**config.mk**
```make
export PLATFORM = sky130hd
export DESIGN_NAME = cnn_quad_top
export DESIGN_NICKNAME = d
export VERILOG_FILES = /design/src/cnn_quad_pkg.sv /design/src/ce_issue_if.sv /design/src/cnn_quad_top.sv /design/src/compute_engine.sv /design/src/prefetch_buffer.sv /design/src/quad_ctrl.sv /design/src/weight_table.sv
export SDC_FILE = /design/constraint.sdc
export NUM_CORES = 2
export LEC_CHECK = 0
export ABC_CLOCK_PERIOD_IN_PS = 8500
export BUFFER_PORTS_ARGS = -buffer_cell sky130_fd_sc_hd__buf_2
export CAP_MARGIN = 20
export CELL_PAD_IN_SITES_DETAIL_PLACEMENT = 1
export CELL_PAD_IN_SITES_GLOBAL_PLACEMENT = 2
export CORE_MARGIN = 3
export CORE_UTILIZATION = 31
export CTS_BUF_LIST = sky130_fd_sc_hd__clkbuf_8 sky130_fd_sc_hd__clkbuf_16
export CTS_CLUSTER_SIZE = 16
export DETAILED_ROUTE_END_ITERATION = 16
export PLACE_DENSITY_LB_ADDON = 0.2
export SLEW_MARGIN = 20
export SYNTH_ARGS = -nofsm -noshare
export SYNTH_HDL_FRONTEND = slang
export SYNTH_HIERARCHICAL = 1
export SYNTH_SLANG_ARGS = --single-unit
export TNS_END_PERCENT = 20
```
**constraint.sdc**
```tcl
create_clock -name clk_core -period 8.5 [get_ports clk_core]
set_clock_uncertainty 0.05 [all_clocks]
set_input_delay 0.425 -clock clk_core [delete_from_list [all_inputs] [get_ports clk_core]]
set_output_delay 0.425 -clock clk_core [all_outputs]
set_load 0.02 [all_outputs]
```
**src/cnn_quad_pkg.sv**
```systemverilog
package cnn_quad_pkg;

    ////////////////////
    // Data widths
    ////////////////////
    localparam int PIXEL_WIDTH       = 8;
    localparam int WEIGHT_WIDTH      = 8;
    localparam int KERNEL_TAPS       = 3;
    localparam int PRODUCT_WIDTH     = PIXEL_WIDTH + WEIGHT_WIDTH;
    localparam int RESULT_WIDTH      = 16;
    localparam int WEIGHT_WORD_WIDTH = KERNEL_TAPS * WEIGHT_WIDTH;

    ////////////////////
    // Depths and counters
    ////////////////////
    localparam int MAX_COLS          = 32;
    localparam int COL_ADDR_WIDTH    = 5;
    localparam int MAX_KERNELS       = 8;
    localparam int KERNEL_ADDR_WIDTH = 3;
    localparam int ROW_COUNT_WIDTH   = 6;

    // Enough for 63 rows of 8 kernels by 30 columns
    localparam int RESULT_COUNT_WIDTH = 14;

    // Job parameter word as sent by the host
    typedef struct packed {
        logic                         reserved;
        logic                         relu_en;
        logic [ROW_COUNT_WIDTH-1:0]   num_output_rows;
        logic [KERNEL_ADDR_WIDTH-1:0] num_kernels_m1;
        logic [COL_ADDR_WIDTH-1:0]    num_output_cols;
    } job_params_t;

    typedef enum logic [2:0] {
        IDLE,
        FETCH_ROW,
        LOAD_ROW,
        COMPUTE,
        WAIT_DRAIN,
        SEND_COMPLETE
    } ctrl_state_e;

endpackage

```
**src/ce_issue_if.sv**
```systemverilog
`timescale 1ns/100ps

// Each issue strobe carries one compute item without a handshake
interface ce_issue_if
    import cnn_quad_pkg::*;
();

    logic                         issue;
    logic [COL_ADDR_WIDTH-1:0]    col;
    logic [KERNEL_ADDR_WIDTH-1:0] kernel;
    logic                         relu_en;

    modport ctrl (
        output issue,
        output col,
        output kernel,
        output relu_en
    );

    modport pfb (input issue, input col);

    modport wht (input issue, input kernel);

    modport ce (input issue, input relu_en);

endinterface

```
**src/cnn_quad_top.sv**
```systemverilog
`timescale 1ns/100ps

module cnn_quad_top
    import cnn_quad_pkg::*;
(
    input  logic                           clk_core,
    input  logic                           rst,

    // Job and fetch handshake
    input  logic                           job_start,
    output logic                           job_accept,
    input  logic [$bits(job_params_t)-1:0] job_parameters,
    output logic                           job_fetch_request,
    input  logic                           job_fetch_ack,
    input  logic                           job_fetch_complete,
    output logic                           job_complete,
    input  logic                           job_complete_ack,

    // Pixel row stream
    input  logic                           pixel_valid,
    output logic                           pixel_ready,
    input  logic [PIXEL_WIDTH-1:0]         pixel_data,

    // Kernel weights with one kernel per beat
    input  logic                           weight_valid,
    output logic                           weight_ready,
    input  logic [WEIGHT_WORD_WIDTH-1:0]   weight_data,

    output logic                           result_valid,
    output logic [RESULT_WIDTH-1:0]        result_data
);

    logic                                     row_start;
    logic [KERNEL_TAPS-1:0][PIXEL_WIDTH-1:0]  window;
    logic [KERNEL_TAPS-1:0][WEIGHT_WIDTH-1:0] weights;

    ce_issue_if issue_bus ();

    quad_ctrl i0_quad_ctrl (
        .clk_core           (clk_core),
        .rst                (rst),
        .job_start          (job_start),
        .job_parameters     (job_params_t'(job_parameters)),
        .job_fetch_ack      (job_fetch_ack),
        .job_fetch_complete (job_fetch_complete),
        .job_complete_ack   (job_complete_ack),
        .result_valid       (result_valid),
        .job_accept         (job_accept),
        .job_fetch_request  (job_fetch_request),
        .pixel_ready        (pixel_ready),
        .job_complete       (job_complete),
        .weight_ready       (weight_ready),
        .row_start          (row_start),
        .issue              (issue_bus.ctrl)
    );

    prefetch_buffer i0_prefetch_buffer (
        .clk_core    (clk_core),
        .rst         (rst),
        .row_start   (row_start),
        .pixel_valid (pixel_valid),
        .pixel_ready (pixel_ready),
        .pixel_data  (pixel_data),
        .issue       (issue_bus.pfb),
        .window      (window)
    );

    weight_table i0_weight_table (
        .clk_core         (clk_core),
        .rst              (rst),
        .weight_valid     (weight_valid),
        .weight_ready     (weight_ready),
        .weight_data      (weight_data),
        .job_complete_ack (job_complete_ack),
        .issue            (issue_bus.wht),
        .weights          (weights)
    );

    compute_engine i0_compute_engine (
        .clk_core     (clk_core),
        .rst          (rst),
        .window       (window),
        .weights      (weights),
        .issue        (issue_bus.ce),
        .result_valid (result_valid),
        .result_data  (result_data)
    );

endmodule

```
**src/compute_engine.sv**
```systemverilog
`timescale 1ns/100ps

module compute_engine
    import cnn_quad_pkg::*;
(
    input  logic                                    clk_core,
    input  logic                                    rst,
    input  logic [KERNEL_TAPS-1:0][PIXEL_WIDTH-1:0] window,
    input  logic [KERNEL_TAPS-1:0][WEIGHT_WIDTH-1:0] weights,
    ce_issue_if.ce                                  issue,
    output logic                                    result_valid,
    output logic [RESULT_WIDTH-1:0]                 result_data
);

    logic                            issue_d1;
    logic                            relu_d1;
    logic                            prod_valid;
    logic signed [PIXEL_WIDTH-1:0]   act [KERNEL_TAPS];
    logic signed [PRODUCT_WIDTH-1:0] prod [KERNEL_TAPS];
    logic signed [RESULT_WIDTH-1:0]  prod_sum;

    ////////////////////
    // Stage 1 operands
    ////////////////////

    // Line up with the registered window and weights
    always_ff @(posedge clk_core) begin
        if (rst) begin
            issue_d1 <= 1'b0;
        end else begin
            issue_d1 <= issue.issue;
        end
    end

    always_ff @(posedge clk_core) begin
        relu_d1 <= issue.relu_en;
    end

    // ReLU clamps negative pixels
    always_comb begin
        for (int t = 0; t < KERNEL_TAPS; t++) begin
            if (relu_d1 && window[t][PIXEL_WIDTH-1]) begin
                act[t] = '0;
            end else begin
                act[t] = $signed(window[t]);
            end
        end
    end

    ////////////////////
    // Stage 2 products
    ////////////////////

    always_ff @(posedge clk_core) begin
        if (rst) begin
            prod_valid <= 1'b0;
        end else begin
            prod_valid <= issue_d1;
        end
    end

    always_ff @(posedge clk_core) begin
        if (issue_d1) begin
            for (int t = 0; t < KERNEL_TAPS; t++) begin
                prod[t] <= act[t] * $signed(weights[t]);
            end
        end
    end

    ////////////////////
    // Stage 3 sum
    ////////////////////

    // Wraps in two's complement at RESULT_WIDTH
    always_comb begin
        prod_sum = '0;
        for (int t = 0; t < KERNEL_TAPS; t++) begin
            prod_sum = prod_sum + RESULT_WIDTH'(prod[t]);
        end
    end

    always_ff @(posedge clk_core) begin
        if (rst) begin
            result_valid <= 1'b0;
        end else begin
            result_valid <= prod_valid;
        end
    end

    always_ff @(posedge clk_core) begin
        if (prod_valid) begin
            result_data <= prod_sum;
        end
    end

endmodule

```
**src/prefetch_buffer.sv**
```systemverilog
`timescale 1ns/100ps

module prefetch_buffer
    import cnn_quad_pkg::*;
(
    input  logic                                    clk_core,
    input  logic                                    rst,
    input  logic                                    row_start,
    input  logic                                    pixel_valid,
    input  logic                                    pixel_ready,
    input  logic [PIXEL_WIDTH-1:0]                  pixel_data,
    ce_issue_if.pfb                                 issue,
    output logic [KERNEL_TAPS-1:0][PIXEL_WIDTH-1:0] window
);

    logic [PIXEL_WIDTH-1:0]    row_mem [MAX_COLS];
    logic [COL_ADDR_WIDTH-1:0] wr_addr;
    logic                      wr_en;

    assign wr_en = pixel_valid && pixel_ready;

    // Write pointer for the row being fetched
    always_ff @(posedge clk_core) begin
        if (rst || row_start) begin
            wr_addr <= '0;
        end else if (wr_en) begin
            wr_addr <= wr_addr + 1'b1;
        end
    end

    always_ff @(posedge clk_core) begin
        if (wr_en) begin
            row_mem[wr_addr] <= pixel_data;
        end
    end

    // Three neighbouring pixels starting at the issued column
    always_ff @(posedge clk_core) begin
        if (issue.issue) begin
            for (int t = 0; t < KERNEL_TAPS; t++) begin
                window[t] <= row_mem[issue.col + COL_ADDR_WIDTH'(t)];
            end
        end
    end

endmodule

```
**src/quad_ctrl.sv**
```systemverilog
`timescale 1ns/100ps

module quad_ctrl
    import cnn_quad_pkg::*;
(
    input  logic        clk_core,
    input  logic        rst,
    input  logic        job_start,
    input  job_params_t job_parameters,
    input  logic        job_fetch_ack,
    input  logic        job_fetch_complete,
    input  logic        job_complete_ack,
    input  logic        result_valid,
    output logic        job_accept,
    output logic        job_fetch_request,
    output logic        pixel_ready,
    output logic        job_complete,
    output logic        weight_ready,
    output logic        row_start,
    ce_issue_if.ctrl    issue
);

    ctrl_state_e                   state;
    job_params_t                   job_params;
    logic                          job_taken;
    logic [COL_ADDR_WIDTH-1:0]     col_cnt;
    logic [KERNEL_ADDR_WIDTH-1:0]  kernel_cnt;
    logic [ROW_COUNT_WIDTH-1:0]    row_cnt;
    logic [RESULT_COUNT_WIDTH-1:0] result_cnt;
    logic [RESULT_COUNT_WIDTH-1:0] total_results;
    logic [KERNEL_ADDR_WIDTH:0]    num_kernels;
    logic                          last_col;
    logic                          last_kernel;
    logic                          last_row;

    ////////////////////
    // Host side levels
    ////////////////////

    assign job_fetch_request = (state == FETCH_ROW);
    assign pixel_ready       = (state == LOAD_ROW);
    assign job_complete      = (state == SEND_COMPLETE);
    assign weight_ready      = (state == IDLE);

    // Buffer write address restarts here
    assign row_start = job_fetch_request && job_fetch_ack;

    assign job_taken = (state == IDLE) && job_start;

    ////////////////////
    // Issue generation
    ////////////////////

    assign issue.issue   = (state == COMPUTE);
    assign issue.col     = col_cnt;
    assign issue.kernel  = kernel_cnt;
    assign issue.relu_en = job_params.relu_en;

    assign last_col    = (col_cnt == job_params.num_output_cols - 1'b1);
    assign last_kernel = (kernel_cnt == job_params.num_kernels_m1);
    assign last_row    = (row_cnt == job_params.num_output_rows - 1'b1);

    // Expected result count for the whole job
    assign num_kernels   = {1'b0, job_params.num_kernels_m1} + 1'b1;
    assign total_results = RESULT_COUNT_WIDTH'(job_params.num_output_rows)
                         * RESULT_COUNT_WIDTH'(num_kernels)
                         * RESULT_COUNT_WIDTH'(job_params.num_output_cols);

    always_ff @(posedge clk_core) begin
        if (job_taken) begin
            job_params <= job_parameters;
        end
    end

    ////////////////////
    // Job FSM
    ////////////////////

    always_ff @(posedge clk_core) begin
        if (rst) begin
            state      <= IDLE;
            job_accept <= 1'b0;
            col_cnt    <= '0;
            kernel_cnt <= '0;
            row_cnt    <= '0;
        end else begin
            job_accept <= 1'b0;
            case (state)
                IDLE: begin
                    if (job_start) begin
                        job_accept <= 1'b1;
                        row_cnt    <= '0;
                        state      <= FETCH_ROW;
                    end
                end
                FETCH_ROW: begin
                    if (job_fetch_ack) begin
                        state <= LOAD_ROW;
                    end
                end
                LOAD_ROW: begin
                    if (job_fetch_complete) begin
                        state <= COMPUTE;
                    end
                end
                COMPUTE: begin
                    // Column innermost, then kernel
                    if (last_col) begin
                        col_cnt <= '0;
                        if (last_kernel) begin
                            kernel_cnt <= '0;
                            row_cnt    <= row_cnt + 1'b1;
                            state      <= last_row ? WAIT_DRAIN : FETCH_ROW;
                        end else begin
                            kernel_cnt <= kernel_cnt + 1'b1;
                        end
                    end else begin
                        col_cnt <= col_cnt + 1'b1;
                    end
                end
                WAIT_DRAIN: begin
                    // Pipeline empty once every result is back
                    if (result_cnt == total_results) begin
                        state <= SEND_COMPLETE;
                    end
                end
                SEND_COMPLETE: begin
                    if (job_complete_ack) begin
                        state <= IDLE;
                    end
                end
                default: begin
                    state <= IDLE;
                end
            endcase
        end
    end

    ////////////////////
    // Result tracking
    ////////////////////

    always_ff @(posedge clk_core) begin
        if (rst) begin
            result_cnt <= '0;
        end else if (job_taken) begin
            result_cnt <= '0;
        end else if (result_valid) begin
            result_cnt <= result_cnt + 1'b1;
        end
    end

endmodule

```
**src/weight_table.sv**
```systemverilog
`timescale 1ns/100ps

module weight_table
    import cnn_quad_pkg::*;
(
    input  logic                                     clk_core,
    input  logic                                     rst,
    input  logic                                     weight_valid,
    input  logic                                     weight_ready,
    input  logic [WEIGHT_WORD_WIDTH-1:0]             weight_data,
    input  logic                                     job_complete_ack,
    ce_issue_if.wht                                  issue,
    output logic [KERNEL_TAPS-1:0][WEIGHT_WIDTH-1:0] weights
);

    logic [WEIGHT_WORD_WIDTH-1:0] kernel_mem [MAX_KERNELS];
    logic [KERNEL_ADDR_WIDTH-1:0] wr_ptr;
    logic                         wr_en;

    assign wr_en = weight_valid && weight_ready;

    // Next job starts loading from entry zero
    always_ff @(posedge clk_core) begin
        if (rst || job_complete_ack) begin
            wr_ptr <= '0;
        end else if (wr_en) begin
            wr_ptr <= wr_ptr + 1'b1;
        end
    end

    always_ff @(posedge clk_core) begin
        if (wr_en) begin
            kernel_mem[wr_ptr] <= weight_data;
        end
    end

    // Tap 0 sits in the low byte of each entry
    always_ff @(posedge clk_core) begin
        if (issue.issue) begin
            weights <= kernel_mem[issue.kernel];
        end
    end

endmodule

```
==> impl_metrics.json <==
{
  "critPathLaunchType": "register",
  "fp.dieW_um": 361,
  "rows": 129,
  "finalCriticalPeriod_ns": 7.40,
  "io_pins": 78,
  "maxSlewHeadroom": 0.227,
  "io_buffers": 76,
  "ys_seq_area_frac": 0.463,
  "critPathKind": "reg -> reg",
  "synth-main-ff-cell": "edfxtp_1",
  "num_vias": 23600,
  "p_per_area_mw_per_mm2": 296,
  "cts_made_buffers": 76,
  "min_from": "weight_valid",
  "drive_above_1_share": 0.179,
  "grt-ovfl-total": 0,
  "synth-warning-count": 6,
  "fin_util": 0.354,
  "cts-root-buf": "clkbuf_16",
  "dp_hpwl_um": 81800,
  "die_y_um": 361,
  "ant_nets": 0,
  "rsz0062_at_grt": "false",
  "cts_buffer_depth": 3,
  "gr-usage-met2": 0.284,
  "firstDrtPassIters": 5,
  "peakVddDrop_mv": 0.295,
  "core-area_mm2": 0.125,
  "synthArstFlopShare": 0,
  "tns_ns": 0,
  "whs_ns": 0.180,
  "fillerInstances": 13000,
  "final_nets": 3348,
  "synth_edf_count": 575,
  "yosys.area.top_type": "edfxtp_1",
  "grt_pass1_wl_um": 171000,
  "r2r_cells": 25,
  "reg2reg_from": "i0_quad_ctrl/job_params[5]",
  "drc": 0,
  "cts_max_level": 3,
  "finalCritPeriodShare": 0.871,
  "routed_wl_um": 113000,
  "die-area_mm2": 0.131,
  "cts.sinks": 619,
  "synth_seq_cells": 619,
  "path_clk_slew_ns": 0.06,
  "fmax_ghz": 0.135,
  "ys_types": 86,
  "p_leak_nw": 16.0,
  "syn_nets": 3249,
  "outcome": "finished, final reports clean",
  "tritoncts": "built",
  "area_growth_pct": 12.6,
  "grt_pass1_vias": 26100,
  "critical_path_required_ns": 9.03,
  "gp_congestion": 0.834,
  "finalSetupViolations": 0,
  "finalHoldViolCount": 0,
  "syn_avg_cell_area_um2": 13.8,
  "synth.top_cell.area_share": 0.441,
  "post_cts_buffers": 0,
  "seqCellArea_mm2": 0.0182,
  "grt_use_total": 0.174,
  "synthCells": 2830,
  "initial_utilization": 0.314,
  "wl_per_cell_um": 24.4,
  "r2r-end": "i0_quad_ctrl/state[0]",
  "drtIter0Drc": 1565,
  "grt_max_degree": 104,
  "top_usage_layer": "met2",
  "worst-path-max-fanout": 10,
  "met1_usage": 0.227,
  "met3_usage": 0.0444,
  "worst_pin_slew_ns": 1.15,
  "hp-class": "in -> reg",
  "maxCapViolations": 0,
  "netlist_area_mm2": 0.0392,
  "crit_end": "i0_quad_ctrl/state[0]",
  "antenna_found_initial": 7,
  "r2r_slack_ns": 1.10,
  "worstSkewPairLatency_ns": 0.64,
  "crit_start": "i0_quad_ctrl/job_params[5]",
  "cp-end-kind": "register",
  "slew_viol_final": 0,
  "crit_arrival_ns": 7.93,
  "synthTopCellsByArea": "edfxtp_1 44%, mux4_2 13%, fa_1 11%",
  "multi_input_area_mm2": 0.0191,
  "drt-vias-per-instance": 5.10
}
## through the flow
step	power, W	setup WS [ns]	instance area (um2)	cells
floorplan	0.00837	2.20	39200	2830
global placement	0.00996	1.28	41100	4446
detailed placement	0.0100	1.12	41200	4447
CTS	0.0133	1.11	44000	4622
global route	0.0144	0.420	44100	4624
finish	0.0131	1.10	44100	4628
## sequential cells by signal (all words and copies together) (netlist names)
name / count
i0_compute_engine/issue_d1: 1
i0_quad_ctrl/job_params: 14
i0_quad_ctrl/issue.col: 5
i0_compute_engine/relu_d1: 1
i0_prefetch_buffer/wr_addr: 5
i0_compute_engine/result_data: 16
i0_compute_engine/prod_valid: 1
i0_weight_table/weights: 24
i0_quad_ctrl/issue.kernel: 3
i0_quad_ctrl/job_accept: 1
i0_quad_ctrl/result_cnt: 14
i0_quad_ctrl/issue.relu_en: 1
i0_prefetch_buffer/window: 24
i0_weight_table/wr_ptr: 3
i0_weight_table/kernel_mem: 192
i0_quad_ctrl/state: 3
i0_compute_engine/result_valid: 1
i0_prefetch_buffer/row_mem: 256
i0_quad_ctrl/row_cnt: 6
i0_compute_engine/prod: 48
## worst max-delay path, stage by stage, from the launching register on
cell	delay (ns)
edfxtp_1	0.54
ha_1	0.28
xor2_1	0.37
nand2_1	0.14
fa_1	0.54
fa_1	0.46
fa_1	0.43
nor2b_1	0.12
o21ai_0	0.11
a21oi_1	0.21
o21a_1	0.13
nor2_1	0.05
xnor2_1	0.37
nand2_1	0.16
fa_1	0.52
fa_1	0.49
inv_1	0.04
ha_1	0.27
ha_1	0.36
a21o_1	0.20
nand2_1	0.07
nand4_1	0.10
a2111oi_0	0.41
o2111ai_1	0.16
a2111oi_0	0.51
a41o_1	0.27
## how the worst min path moves through the flow
| stage | end | slack [ns] | depth (start not counted) |
|---|---|---|---|
| 3_3_place_gp | i0_compute_engine/relu_d1 | 0.29 | 0 |
| 4_1_cts | i0_weight_table/wr_ptr[2] | 0.14 | 4 |
| 6_report | i0_weight_table/wr_ptr[2] | 0.18 | 4 |
| 5_1_grt | i0_weight_table/wr_ptr[2] | 0.17 | 2 |
| 2_1_floorplan | i0_compute_engine/relu_d1 | 0.27 | 0 |
| 3_5_place_dp | i0_compute_engine/relu_d1 | 0.28 | 0 |
## power by group
part | total (W) | switching [W] | leakage [nW] | internal [W]
Combinational | 0.00610 | 0.00356 | 9.20 | 0.00254
Sequential | 0.00375 | 0.000135 | 5.55 | 0.00362
Clock | 0.00322 | 0.00131 | 1.27 | 0.00191
Total | 0.0131 | 0.00500 | 16.0 | 0.00807
## metal layers
| metal | vias up | part of all wire |
|---|---|---|
| met5 | - | 0.00027 |
| met4 | 4 | 0.034 |
| met3 | 155 | 0.061 |
| met2 | 474 | 0.47 |
| met1 | 12300 | 0.44 |
| li1 | 10600 | - |
## final cells by class
cell class | count | area share
diodes | 4 | 0.000227
clock inverters | 54 | 0.0116
multi-input cells | 1768 | 0.434
well taps | 1637 | 0.0465
inverters | 317 | 0.0270
repair buffers | 147 | 0.0234
clock buffers | 82 | 0.0453
flip-flops and latches | 619 | 0.412
## placed cells by master (no fill, tap or decap), types with 14 or more instances in the layout
cell type and n:
a21oi_1 63, and2_1 52, fa_1 214, nor2_1 77
mux4_2 219, nand3_1 52, inv_1 324, nor3_1 33
buf_2 76, buf_4 29, edfxtp_1 575, clkbuf_16 77
nand2_1 161, mux2i_1 104, ha_1 147, a21o_1 14
xnor2_1 91, nor2b_1 38, xor2_1 39, dlygate4sd3_1 39
clkinv_2 16, nand2b_1 22, dfxtp_1 37, a32o_1 15
a22oi_1 17, and3_1 129, o21ai_0 38, o21bai_1 14
a211oi_1 21, nor2_2 22
## timing repair
item | 4_1_cts | 5_1_grt
hold buffers | 39 | 0
gates resized for setup | 0 | 0
hold endpoints to repair | 207 | 0
## cells in the mapped netlist (52+ instances only)
master / n
edfxtp_1: 575
inv_1: 314
mux4_2: 219
fa_1: 214
nand2_1: 161
ha_1: 149
and3_1: 129
mux2i_1: 104
nor2_1: 99
xnor2_1: 91
a21oi_1: 63
clkbuf_1: 61
and2_1: 52
nand3_1: 52
## kinds of logic (layout without fill, tap and decap cells)
| logic type | count (synthesis) | count (layout) | synth area share |
|---|---|---|---|
| AND/OR/NAND/NOR | 645 | 645 | 0.0854 |
| other | 0 | 4 | 0 |
| multiplexers | 348 | 348 | 0.161 |
| adder cells (fa/ha/maj) | 363 | 363 | 0.157 |
| AO/OA/AOI/OAI | 278 | 278 | 0.0523 |
| XOR/XNOR | 134 | 134 | 0.0310 |
| buffers and inverters | 443 | 600 | 0.0502 |
| flip-flops | 619 | 619 | 0.463 |
Note: power is estimated with default switching activity, not from simulation.
